## config.mk

```make
export PLATFORM = sky130hd
export DESIGN_NAME = vmaUnit
export DESIGN_NICKNAME = d
export VERILOG_FILES = /design/src/hdl/vmaAddrPkg.sv /design/src/hdl/vmaCtlPkg.sv /design/src/hdl/adrBreak.sv /design/src/hdl/pcHeldRegs.sv /design/src/hdl/vmaAdder.sv /design/src/hdl/vmaControl.sv /design/src/hdl/vmaDiagMux.sv /design/src/hdl/vmaRegister.sv /design/src/hdl/vmaUnit.sv
export SDC_FILE = /design/constraint.sdc
export NUM_CORES = 1
export LEC_CHECK = 0
export BUFFER_PORTS_ARGS = -buffer_cell sky130_fd_sc_hd__buf_2
export CAP_MARGIN = 20
export CORE_ASPECT_RATIO = 1.75
export CORE_MARGIN = 2
export CORE_UTILIZATION = 55
export CTS_CLUSTER_SIZE = 8
export DETAILED_ROUTE_END_ITERATION = 12
export MAX_ROUTING_LAYER = met4
export PLACE_DENSITY = 0.86
export SYNTH_ARGS = -nofsm -noshare
export SYNTH_HDL_FRONTEND = slang
export SYNTH_SLANG_ARGS = --single-unit
```

## constraint.sdc

```tcl
create_clock -name clk -period 2.97 [get_ports clk]
set_input_delay 0.594 -clock clk [delete_from_list [all_inputs] [get_ports clk]]
set_output_delay 0.594 -clock clk [all_outputs]
set_load 0.01 [all_outputs]
```

## src/hdl/vmaAddrPkg.sv

```systemverilog
package vmaAddrPkg;

  // Section number plus in-section offset
  localparam int ADDR_W = 23;
  localparam int SECT_W = 5;
  localparam int OFS_W = 18;

  // Microcode magic field
  localparam int MAGIC_W = 6;

  // Full external data word
  localparam int DATA_W = 36;

  // Offsets below this reference the accumulators when local
  localparam logic [OFS_W-1:0] AC_LIMIT = 18'd16;

  // Width of the packed diagnostic flags word
  localparam int FLAGS_W = SECT_W + 3;

endpackage

```

## src/hdl/vmaCtlPkg.sv

```systemverilog
package vmaCtlPkg;

  // Microcode operations on the VMA section
  typedef enum logic [3:0] {
    OP_NOP       = 4'd0,
    OP_LOAD_AD   = 4'd1,
    OP_PC_MAGIC  = 4'd2,
    OP_INC       = 4'd3,
    OP_LOAD_PC   = 4'd4,
    OP_LOAD_HELD = 4'd5,
    OP_LOAD_PREV = 4'd6,
    OP_LOAD_BRK  = 4'd7,
    OP_SET_EXT   = 4'd8,
    OP_CLR_EXT   = 4'd9
  } vmaOpT;

  // Next VMA source
  typedef enum logic [1:0] {
    SRC_AD    = 2'd0,
    SRC_MAGIC = 2'd1,
    SRC_INC   = 2'd2
  } vmaSrcT;

  // Diagnostic readback select
  typedef enum logic [2:0] {
    DIAG_VMA   = 3'd0,
    DIAG_PC    = 3'd1,
    DIAG_HELD  = 3'd2,
    DIAG_BRK   = 3'd3,
    DIAG_FLAGS = 3'd4
  } diagSelT;

endpackage

```

## src/hdl/adrBreak.sv

```systemverilog
module adrBreak (
  input  logic                              clk,
  input  logic                              reset,
  input  logic                              loadBrk,
  input  logic [vmaAddrPkg::DATA_W-1:0]     ad,
  input  logic [vmaAddrPkg::ADDR_W-1:0]     vma,
  output logic [vmaAddrPkg::ADDR_W-1:0]     adrBrk,
  output logic                              match
);

  // Set by the first break load, so a cleared register never matches
  logic armed;

  always_ff @(posedge clk) begin
    if (reset) begin
      adrBrk <= '0;
      armed  <= 1'b0;
    end else if (loadBrk) begin
      adrBrk <= ad[vmaAddrPkg::ADDR_W-1:0];
      armed  <= 1'b1;
    end
  end

  // Compare against the live VMA, all sections included
  assign match = armed & (adrBrk == vma);

endmodule

```

## src/hdl/pcHeldRegs.sv

```systemverilog
module pcHeldRegs (
  input  logic                              clk,
  input  logic                              reset,
  input  logic                              loadPc,
  input  logic                              loadHeld,
  input  logic                              loadPrev,
  input  logic [vmaAddrPkg::ADDR_W-1:0]     vma,
  input  logic [vmaAddrPkg::DATA_W-1:0]     ad,
  output logic [vmaAddrPkg::ADDR_W-1:0]     pc,
  output logic [vmaAddrPkg::ADDR_W-1:0]     held,
  output logic [vmaAddrPkg::SECT_W-1:0]     prevSec,
  output logic                              pcSection0
);

  logic [vmaAddrPkg::SECT_W-1:0] adSection;

  // Section field of the external address
  assign adSection = ad[vmaAddrPkg::ADDR_W-1:vmaAddrPkg::OFS_W];

  always_ff @(posedge clk) begin
    if (reset) begin
      pc <= '0;
    end else if (loadPc) begin
      pc <= vma;
    end
  end

  // VMA as it stood when the reference was held
  always_ff @(posedge clk) begin
    if (reset) begin
      held <= '0;
    end else if (loadHeld) begin
      held <= vma;
    end
  end

  // Previous context section
  always_ff @(posedge clk) begin
    if (reset) begin
      prevSec <= '0;
    end else if (loadPrev) begin
      prevSec <= adSection;
    end
  end

  assign pcSection0 = pc[vmaAddrPkg::ADDR_W-1:vmaAddrPkg::OFS_W] == '0;

endmodule

```

## src/hdl/vmaAdder.sv

```systemverilog
module vmaAdder (
  input  vmaCtlPkg::vmaSrcT                 vmaSrc,
  input  logic [vmaAddrPkg::DATA_W-1:0]     ad,
  input  logic [vmaAddrPkg::MAGIC_W-1:0]    magic,
  input  logic [vmaAddrPkg::ADDR_W-1:0]     pc,
  input  logic [vmaAddrPkg::ADDR_W-1:0]     vma,
  output logic [vmaAddrPkg::ADDR_W-1:0]     vmaNext
);

  logic [vmaAddrPkg::OFS_W-1:0] pcMagicOfs;
  logic [vmaAddrPkg::OFS_W-1:0] vmaIncOfs;
  logic [vmaAddrPkg::OFS_W-1:0] magicExt;

  assign magicExt = vmaAddrPkg::OFS_W'(magic);

  // Offsets wrap within the section, no carry into the section field
  assign pcMagicOfs = pc[vmaAddrPkg::OFS_W-1:0] + magicExt;
  assign vmaIncOfs  = vma[vmaAddrPkg::OFS_W-1:0] + vmaAddrPkg::OFS_W'(1);

  always_comb begin
    case (vmaSrc)
      vmaCtlPkg::SRC_MAGIC: begin
        vmaNext = {pc[vmaAddrPkg::ADDR_W-1:vmaAddrPkg::OFS_W], pcMagicOfs};
      end
      vmaCtlPkg::SRC_INC: begin
        vmaNext = {vma[vmaAddrPkg::ADDR_W-1:vmaAddrPkg::OFS_W], vmaIncOfs};
      end
      default: begin
        vmaNext = ad[vmaAddrPkg::ADDR_W-1:0];
      end
    endcase
  end

endmodule

```

## src/hdl/vmaControl.sv

```systemverilog
module vmaControl (
  input  logic               clk,
  input  logic               reset,
  input  vmaCtlPkg::vmaOpT   op,
  output logic               loadVma,
  output logic               loadPc,
  output logic               loadHeld,
  output logic               loadPrev,
  output logic               loadBrk,
  output logic               extended,
  output vmaCtlPkg::vmaSrcT  vmaSrc
);

  logic setExt;
  logic clrExt;

  always_comb begin
    loadVma  = 1'b0;
    loadPc   = 1'b0;
    loadHeld = 1'b0;
    loadPrev = 1'b0;
    loadBrk  = 1'b0;
    setExt   = 1'b0;
    clrExt   = 1'b0;
    vmaSrc   = vmaCtlPkg::SRC_AD;
    case (op)
      vmaCtlPkg::OP_LOAD_AD: begin
        loadVma = 1'b1;
      end
      vmaCtlPkg::OP_PC_MAGIC: begin
        loadVma = 1'b1;
        vmaSrc  = vmaCtlPkg::SRC_MAGIC;
      end
      vmaCtlPkg::OP_INC: begin
        loadVma = 1'b1;
        vmaSrc  = vmaCtlPkg::SRC_INC;
      end
      vmaCtlPkg::OP_LOAD_PC:   loadPc = 1'b1;
      vmaCtlPkg::OP_LOAD_HELD: loadHeld = 1'b1;
      vmaCtlPkg::OP_LOAD_PREV: loadPrev = 1'b1;
      vmaCtlPkg::OP_LOAD_BRK:  loadBrk = 1'b1;
      vmaCtlPkg::OP_SET_EXT:   setExt = 1'b1;
      vmaCtlPkg::OP_CLR_EXT:   clrExt = 1'b1;
      default: begin
      end
    endcase
  end

  // Extended addressing mode
  always_ff @(posedge clk) begin
    if (reset) begin
      extended <= 1'b0;
    end else if (setExt) begin
      extended <= 1'b1;
    end else if (clrExt) begin
      extended <= 1'b0;
    end
  end

  // Microcode presents a defined opcode every cycle
  opDefined: assert property (
    @(posedge clk) disable iff (reset)
    !$isunknown(op) && (op <= vmaCtlPkg::OP_CLR_EXT)
  );

endmodule

```

## src/hdl/vmaDiagMux.sv

```systemverilog
module vmaDiagMux (
  input  logic                              readVma,
  input  vmaCtlPkg::diagSelT                diagSel,
  input  logic [vmaAddrPkg::ADDR_W-1:0]     vma,
  input  logic [vmaAddrPkg::ADDR_W-1:0]     pc,
  input  logic [vmaAddrPkg::ADDR_W-1:0]     held,
  input  logic [vmaAddrPkg::ADDR_W-1:0]     adrBrk,
  input  logic [vmaAddrPkg::SECT_W-1:0]     prevSec,
  input  logic                              vmaSection0,
  input  logic                              pcSection0,
  input  logic                              extended,
  output logic [vmaAddrPkg::DATA_W-1:0]     readData,
  output logic                              driving
);

  logic [vmaAddrPkg::DATA_W-1:0]  word;
  logic [vmaAddrPkg::FLAGS_W-1:0] flags;

  // Previous section above the three status bits
  assign flags = {prevSec, vmaSection0, pcSection0, extended};

  always_comb begin
    word = '0;
    case (diagSel)
      vmaCtlPkg::DIAG_VMA:   word = vmaAddrPkg::DATA_W'(vma);
      vmaCtlPkg::DIAG_PC:    word = vmaAddrPkg::DATA_W'(pc);
      vmaCtlPkg::DIAG_HELD:  word = vmaAddrPkg::DATA_W'(held);
      vmaCtlPkg::DIAG_BRK:   word = vmaAddrPkg::DATA_W'(adrBrk);
      vmaCtlPkg::DIAG_FLAGS: word = vmaAddrPkg::DATA_W'(flags);
      default:               word = '0;
    endcase
  end

  // Bus stays quiet unless the VMA is being read
  assign readData = readVma ? word : '0;
  assign driving  = readVma;

endmodule

```

## src/hdl/vmaRegister.sv

```systemverilog
module vmaRegister (
  input  logic                              clk,
  input  logic                              reset,
  input  logic                              loadVma,
  input  logic                              extended,
  input  logic [vmaAddrPkg::ADDR_W-1:0]     vmaNext,
  output logic [vmaAddrPkg::ADDR_W-1:0]     vma,
  output logic                              vmaSection0,
  output logic                              acRef
);

  logic [vmaAddrPkg::SECT_W-1:0] section;
  logic [vmaAddrPkg::OFS_W-1:0]  offset;
  logic                          section01;
  logic                          isLocal;

  always_ff @(posedge clk) begin
    if (reset) begin
      vma <= '0;
    end else if (loadVma) begin
      vma <= vmaNext;
    end
  end

  assign section = vma[vmaAddrPkg::ADDR_W-1:vmaAddrPkg::OFS_W];
  assign offset  = vma[vmaAddrPkg::OFS_W-1:0];

  assign vmaSection0 = section == '0;

  // Section 0 or 1, low bit ignored
  assign section01 = section[vmaAddrPkg::SECT_W-1:1] == '0;

  // Unextended addressing is always local
  assign isLocal = ~extended | section01;
  assign acRef   = isLocal & (offset < vmaAddrPkg::AC_LIMIT);

  // A loaded address is fully known
  vmaNextKnown: assert property (
    @(posedge clk) disable iff (reset)
    loadVma |-> !$isunknown(vmaNext)
  );

endmodule

```

## src/hdl/vmaUnit.sv

```systemverilog
module vmaUnit (
  input  logic                              clk,
  input  logic                              reset,
  input  vmaCtlPkg::vmaOpT                  op,
  input  logic [vmaAddrPkg::DATA_W-1:0]     ad,
  input  logic [vmaAddrPkg::MAGIC_W-1:0]    magic,
  input  logic                              readVma,
  input  vmaCtlPkg::diagSelT                diagSel,
  output logic [vmaAddrPkg::ADDR_W-1:0]     vma,
  output logic                              acRef,
  output logic                              match,
  output logic                              extended,
  output logic [vmaAddrPkg::DATA_W-1:0]     readData,
  output logic                              driving
);

  logic                          loadVma;
  logic                          loadPc;
  logic                          loadHeld;
  logic                          loadPrev;
  logic                          loadBrk;
  vmaCtlPkg::vmaSrcT             vmaSrc;
  logic [vmaAddrPkg::ADDR_W-1:0] vmaNext;
  logic [vmaAddrPkg::ADDR_W-1:0] pc;
  logic [vmaAddrPkg::ADDR_W-1:0] held;
  logic [vmaAddrPkg::ADDR_W-1:0] adrBrk;
  logic [vmaAddrPkg::SECT_W-1:0] prevSec;
  logic                          vmaSection0;
  logic                          pcSection0;

  vmaControl control (
    .clk(clk), .reset(reset), .op(op),
    .loadVma(loadVma), .loadPc(loadPc), .loadHeld(loadHeld),
    .loadPrev(loadPrev), .loadBrk(loadBrk),
    .extended(extended), .vmaSrc(vmaSrc)
  );

  vmaAdder adder (
    .vmaSrc(vmaSrc), .ad(ad), .magic(magic),
    .pc(pc), .vma(vma), .vmaNext(vmaNext)
  );

  vmaRegister vmaReg (
    .clk(clk), .reset(reset), .loadVma(loadVma), .extended(extended),
    .vmaNext(vmaNext), .vma(vma), .vmaSection0(vmaSection0), .acRef(acRef)
  );

  pcHeldRegs pcHeld (
    .clk(clk), .reset(reset),
    .loadPc(loadPc), .loadHeld(loadHeld), .loadPrev(loadPrev),
    .vma(vma), .ad(ad),
    .pc(pc), .held(held), .prevSec(prevSec), .pcSection0(pcSection0)
  );

  adrBreak brk (
    .clk(clk), .reset(reset), .loadBrk(loadBrk),
    .ad(ad), .vma(vma), .adrBrk(adrBrk), .match(match)
  );

  vmaDiagMux diag (
    .readVma(readVma), .diagSel(diagSel),
    .vma(vma), .pc(pc), .held(held), .adrBrk(adrBrk), .prevSec(prevSec),
    .vmaSection0(vmaSection0), .pcSection0(pcSection0), .extended(extended),
    .readData(readData), .driving(driving)
  );

endmodule

```

==> impl_metrics.csv, run 1 <==
group,metric,value,unit
run_status,status,"finished, final reports clean",
worst_hold_path,whs_path_depth,2,
logic_synthesis,ys_seq_area_share,31.6,%
die,initial_core_util,56.4,%
clocking,cts_max_level,3,
drt,vias,6539,
power,power.leakage,2.78,nW
clocking,clockBufferDepth,2,
logic_synthesis,synthCells,819,
worst_setup_path,rrSetupSlack,0.55,ns
logic_synthesis,synth-edff-count,0,
global_routing,grt_pass1_vias,6108,
worst_setup_path,arrival,2.12,ns
clocking,clk_pin_slew,0.07,ns
worst_setup_path,path_buf_inv,1,
logic_synthesis,synth_seq_cells,99,
clocking,clock-sinks,99,
drt,routed_wl,20.3,mm
worst_setup_path,path_class,"reg -> out",
worst_setup_path,crit_chain,"xor2_1 -> nor4_1 -> nand4_1 -> nor3_1 -> buf_2",
global_routing,antenna_found_initial,0,
logic_synthesis,ys.flop_type,"dfxtp_1",
power,swShare,28.3,%
sta,fin_crit,2.71,ns
worst_setup_path,cp_top_family,"simple AND/OR/NAND/NOR gates",
die,die_y,145,um
final_layout,syn2layout_area_growth,12.5,%
worst_hold_path,hold_end,"pcHeld.held[3]",
sta,max_freq,369,MHz
sta,rsz0062_at_grt,"no",
logic_synthesis,ys_warn_count,0,
worst_setup_path,crit_path_start_kind,"flip-flop",
placement,port_buffers,88,
worst_setup_path,reg2regPathDepth,8,
die,die_area,12300,um2
power,clkPwrFrac,41.1,%
sta,fin_skew,0.0108,ns
worst_setup_path,crit_path_max_incr_delay,0.67,ns
power,p_seq_share,44.2,%
sta,fin_crit_sh,91.4,%
sta,hold_viol,0,
worst_hold_path,min_from,"pcHeld.held[3]",
global_routing,grt_remaining_overflow,0,
worst_setup_path,cp.required,2.38,ns
die,core_region_area,11100,um2
worst_setup_path,rr_endpoint,"vmaReg.vma[14]",
logic_synthesis,synth.distinct_cells,66,
global_routing,use_met3,3.92,%
global_routing,met1_usage,38.9,%
logic_synthesis,async_reset_ff_share,0,%
clocking,cts_buffers,9,
power,finalPower,3.24,mW
global_routing,busiest_layer,"met2",
final_layout,diodes,0,
sta,whs,0.452,ns
sta,setup_viol,0,
die,rows,51,
flow_run,maxCapViolCount,0,
placement,dp_hpwl,14.0,mm
die,die_w,84.7,um
sta,maxSlewViolCount,0,
global_routing,use_met2,54.0,%
final_layout,drive_above_1_share,17.4,%
placement,gp_congestion,0.968,
sta,worstMarginPinSlew,1.02,ns
worst_setup_path,timing.rr.start,"pcHeld.pc[0]",
logic_synthesis,synth_area_per_cell,7.65,um2
final_layout,nets,934,
drt,drc_errors,0,
clocking,cts_root_buf,"clkbuf_16",
worst_setup_path,crit_slowest_cell,"dfxtp_1",
sta,maxSlewHeadroom,31.8,%
power,power.internal,2.32,mW
worst_hold_path,hp-class,"reg -> reg",
drt,first_pass_iters,5,
sta,setup-tns-final,0,ns
power,p_sw,0.916,mW
drt,initialDrtViolationCount,785,
clocking,post_cts_resize_count,0,
global_routing,grt_pass1_wl,31.6,mm
drt,vias_per_cell,6.49,
logic_synthesis,syn_area,6270,um2
clocking,hold_buffers,0,
clocking,cts_tree,"yes",
die,io_pins,115,
worst_setup_path,cp-end-kind,"output pin",
drt,drt-wirelength-per-cell,20.1,um
clocking,clock_latency,0.36,ns
global_routing,grt_max_degree,67,
global_routing,track_usage,33.2,%
power,vdd_drop_max,0.396,mV
power,pwr_density_cell,460,nW/um2
clocking,cts_setup_buffers,0,
power,combinationalPowerShare,14.7,%
drt,ant_nets,0,
worst_setup_path,path_max_fanout,11,
worst max path at each step:
| stage | start | to | slack (ns) | cells after the start |
|---|---|---|---|---|
| 2_1_floorplan | magic[0] | vmaReg.vma[14] | 0.50 | 7 |
| 3_3_place_gp | magic[0] | vmaReg.vma[14] | 0.27 | 9 |
| 3_5_place_dp | magic[0] | vmaReg.vma[14] | 0.23 | 9 |
| 4_1_cts | diagSel[0] | readData[4] | 0.40 | 6 |
| 5_1_grt | vmaReg.vma[7] | match | 0.11 | 5 |
| 6_report | vmaReg.vma[7] | match | 0.26 | 5 |
cells by family (layout without fill, tap and decap cells):
group           after synthesis  count (layout)  synth area share (%)
compound gates              208             208                  21.7
mux                          45              45                  7.91
other cells                   1              13                0.0598
buf+inv                      99             144                  7.37
fa+ha+maj                    11              11                  2.32
xor+xnor                     40              40                  5.59
simple gates                316             316                  23.5
flops                        99              99                  31.6
final cells by class:
type                            count  area [um2]
Clock buffer                       11         253
Multi-Input combinational cell    633        3870
Fill cell                         987        4050
Tap cell                          132         165
Sequential cell                    99        1980
Clock inverter                      5        83.8
Inverter                           16        60.1
Timing Repair Buffer              112         636
state kept, by name, indices dropped and copies added (netlist names):
| register | flops |
|---|---|
| brk.adrBrk | 23 |
| brk.armed | 1 |
| pcHeld.prevSec | 5 |
| control.extended | 1 |
| pcHeld.held | 23 |
| pcHeld.pc | 23 |
| vmaReg.vma | 23 |
metal layers:
metal | share of wire [%] | vias to the layer above
li1 | - | 2960
met1 | 35 | 3058
met2 | 50 | 423
met3 | 8.8 | 98
met4 | 6.4 | 0
met5 | 0 | -
power by group through the flow:
| stage | Clock [mW] | Combinational, mW | Sequential, mW |
|---|---|---|---|
| after CTS | 1.32 | 0.463 | 1.43 |
| after floorplan | 0 | 0.326 | 1.43 |
| after global routing | 1.38 | 0.507 | 1.44 |
| final | 1.33 | 0.475 | 1.43 |
| after detailed placement | 0 | 0.458 | 1.46 |
| after global placement | 0 | 0.451 | 1.46 |
worst reg2reg max path, cell delays in order (launching register included):
cell and delay, ns:
dfxtp_1 0.35, ha_1 0.24, fa_1 0.43, a211oi_1 0.27, buf_4 0.17, o21ai_1 0.17, a311oi_1 0.33, a41oi_1 0.09
a221oi_2 0.29
Yosys cell counts (5+ instances only):
| master | instances | area share, % |
|---|---|---|
| a211oi_1 | 12 | 1.4 |
| a21o_1 | 5 | 0.60 |
| a21oi_1 | 94 | 7.5 |
| a22oi_1 | 12 | 1.4 |
| and3_1 | 8 | 0.80 |
| and4_1 | 7 | 0.98 |
| buf_2 | 15 | 1.2 |
| buf_4 | 15 | 1.8 |
| clkbuf_1 | 51 | 3.1 |
| dfxtp_1 | 99 | 32 |
| ha_1 | 10 | 2.0 |
| inv_1 | 16 | 0.96 |
| mux2_2 | 6 | 1.1 |
| mux2i_1 | 36 | 5.8 |
| nand2_1 | 165 | 9.9 |
| nand2b_1 | 7 | 0.70 |
| nand3_1 | 10 | 0.80 |
| nand4_1 | 13 | 1.3 |
| nor2_1 | 53 | 3.2 |
| nor3_1 | 15 | 1.2 |
| nor4_1 | 12 | 1.2 |
| o211ai_1 | 5 | 0.60 |
| o21ai_0 | 15 | 1.2 |
| o21ai_1 | 6 | 0.48 |
| o22a_1 | 20 | 2.8 |
| or3_1 | 6 | 0.60 |
| xnor2_1 | 15 | 2.1 |
| xor2_1 | 25 | 3.5 |
stage by stage:
stage	worst slack (ns)	utilization, %	area (um2)	std cells
after global routing	0.113	63.5	7050	1008
final	0.257	63.5	7050	1008
after CTS	0.399	63.5	7050	1008
after detailed placement	0.235	60.5	6720	992
after global placement	0.270	60.5	6720	992
after floorplan	0.499	-	6310	831
cell usage in the layout, fill, tap and decap left out, types with 13 or more instances in the layout:
| cell | Yosys | routed |
|---|---|---|
| nand2_1 | 165 | 165 |
| dfxtp_1 | 99 | 99 |
| a21oi_1 | 94 | 94 |
| buf_2 | 15 | 87 |
| nor2_1 | 53 | 53 |
| mux2i_1 | 36 | 36 |
| xor2_1 | 25 | 25 |
| buf_4 | 15 | 24 |
| o22a_1 | 20 | 20 |
| inv_1 | 16 | 16 |
| o21ai_0 | 15 | 15 |
| xnor2_1 | 15 | 15 |
| nor3_1 | 15 | 14 |
| nand4_1 | 13 | 13 |
| conb_1 | 1 | 13 |
(Power assumes the default switching activity.)
==> inputs of run 2 (changes only) <==
==> constraint.sdc (replaced) <==
create_clock -name clk -period 3.2 [get_ports clk]
set_input_delay 0.64 -clock clk [delete_from_list [all_inputs] [get_ports clk]]
set_output_delay 0.64 -clock clk [all_outputs]
set_load 0.01 [all_outputs]
==> impl_metrics.csv, run 2 (synthesis gave the netlist of run 1 again) <==
group,metric,value,unit
run_status,status,"finished, final reports clean",
drt,ant_nets,0,
placement,dp_hpwl,13.9,mm
drt,drt-wirelength-per-cell,19.8,um
sta,rsz0062_at_grt,"no",
final_layout,nets,930,
global_routing,grt_pass1_wl,31.5,mm
drt,vias,6419,
sta,fin_crit,2.78,ns
global_routing,grt_pass1_vias,6212,
sta,hold_viol,0,
die,core_region_area,11100,um2
clocking,cts_root_buf,"clkbuf_16",
die,die_y,145,um
drt,routed_wl,19.9,mm
drt,vias_per_cell,6.39,
sta,maxSlewViolCount,0,
global_routing,grt_max_degree,65,
power,vdd_drop_max,0.320,mV
worst_setup_path,arrival,2.14,ns
final_layout,diodes,0,
die,io_pins,115,
sta,max_freq,360,MHz
final_layout,drive_above_1_share,17.0,%
worst_hold_path,whs_path_depth,2,
global_routing,antenna_found_initial,0,
worst_hold_path,hp-class,"reg -> reg",
clocking,cts_setup_buffers,0,
worst_setup_path,path_class,"reg -> out",
drt,drc_errors,0,
placement,dpl_worst_slack,0.269,ns
power,pwr_density_cell,410,nW/um2
worst_setup_path,cp.required,2.56,ns
clocking,cts_tree,"yes",
sta,maxSlewHeadroom,32.5,%
clocking,cts_buffers,9,
sta,setup-tns-final,0,ns
sta,setup_viol,0,
final_layout,syn2layout_area_growth,11.4,%
clocking,clock-sinks,99,
sta,whs,0.455,ns
sta,fin_skew,0.0103,ns
worst_setup_path,path_max_fanout,9,
power,finalPower,2.86,mW
worst_setup_path,crit_path_start_kind,"flip-flop",
clocking,clock_latency,0.35,ns
sta,worstMarginPinSlew,1.01,ns
final_layout,final_common_cell,"nand2_1",
die,initial_core_util,56.4,%
sta,setup_ws,0.420,ns
sta,fin_crit_sh,86.9,%
global_routing,grt_remaining_overflow,0,
placement,gp_congestion,0.980,
worst_setup_path,reg2regPathDepth,7,
drt,initialDrtViolationCount,664,
clocking,hold_buffers,0,
final_layout,final_cell_mix,"nand2_1, dfxtp_1, a21oi_1",
worst_setup_path,cp-end-kind,"output pin",
die,die_area,12300,um2
clocking,post_cts_resize_count,0,
clocking,clockBufferDepth,2,
flow_run,maxCapViolCount,0,
global_routing,track_usage,32.7,%
die,rows,51,
drt,first_pass_iters,5,
power,power.leakage,2.75,nW
placement,port_buffers,88,
final_layout,fin_util,62.9,%
die,die_w,84.7,um
clocking,cts_max_level,3,
clocking,clk_pin_slew,0.07,ns
==> run 2: changes by cell type in the layout (fill, tap and decap cells not counted), sizes merged <==
cell,change
buf,-4
bufinv,-1
clkbuf,-2
clkinv,+4
inv,-1
==> run 2: layout make-up <==
class                           count  area [um2]
Clock buffer                        9         225
Clock inverter                      7        68.8
Fill cell                         994        4120
Inverter                           16        60.1
Multi-Input combinational cell    633        3870
Sequential cell                    99        1980
Tap cell                          132         165
Timing Repair Buffer              108         606
==> run 2: worst paths after layout <==
kind	slack [ns]	from	endpoint
setup / recovery	0.42	vmaReg.vma[17]	match
hold / removal	0.45	pcHeld.held[18]	pcHeld.held[18]
setup reg to reg	0.63	pcHeld.pc[0]	vmaReg.vma[14]
hold reg to reg	0.45	pcHeld.held[18]	pcHeld.held[18]
==> run 2: critical path, cell delays in order, from the launching register on <==
cell and delay [ns]:
dfxtp_1 0.58, xor2_1 0.24, nor4_1 0.34, nand4_1 0.22, nor3_1 0.23, buf_2 0.17
==> run 2: per-stage QoR <==
| stage | cell area [um2] | instances |
|---|---|---|
| after global routing | 6980 | 1004 |
| after global placement | 6690 | 988 |
| after CTS | 6980 | 1004 |
| after detailed placement | 6690 | 988 |
| after floorplan | 6310 | 831 |
| final | 6980 | 1004 |
==> run 2: power by group <==
part | internal (mW) | switching [mW] | leakage [nW] | total (mW)
Clock | 0.604 | 0.492 | 0.141 | 1.10
Sequential | 1.26 | 0.0645 | 0.802 | 1.33
Combinational | 0.161 | 0.276 | 1.80 | 0.437
Total | 2.03 | 0.833 | 2.75 | 2.86
==> run 2: layer usage <==
layer	routed length [um]	global-route usage [%]	share of wire, %
met4	1310	20.9	6.6
met1	7130	36.6	36
met2	9840	53.7	50
met5	0	-	0
met3	1580	4.49	7.9
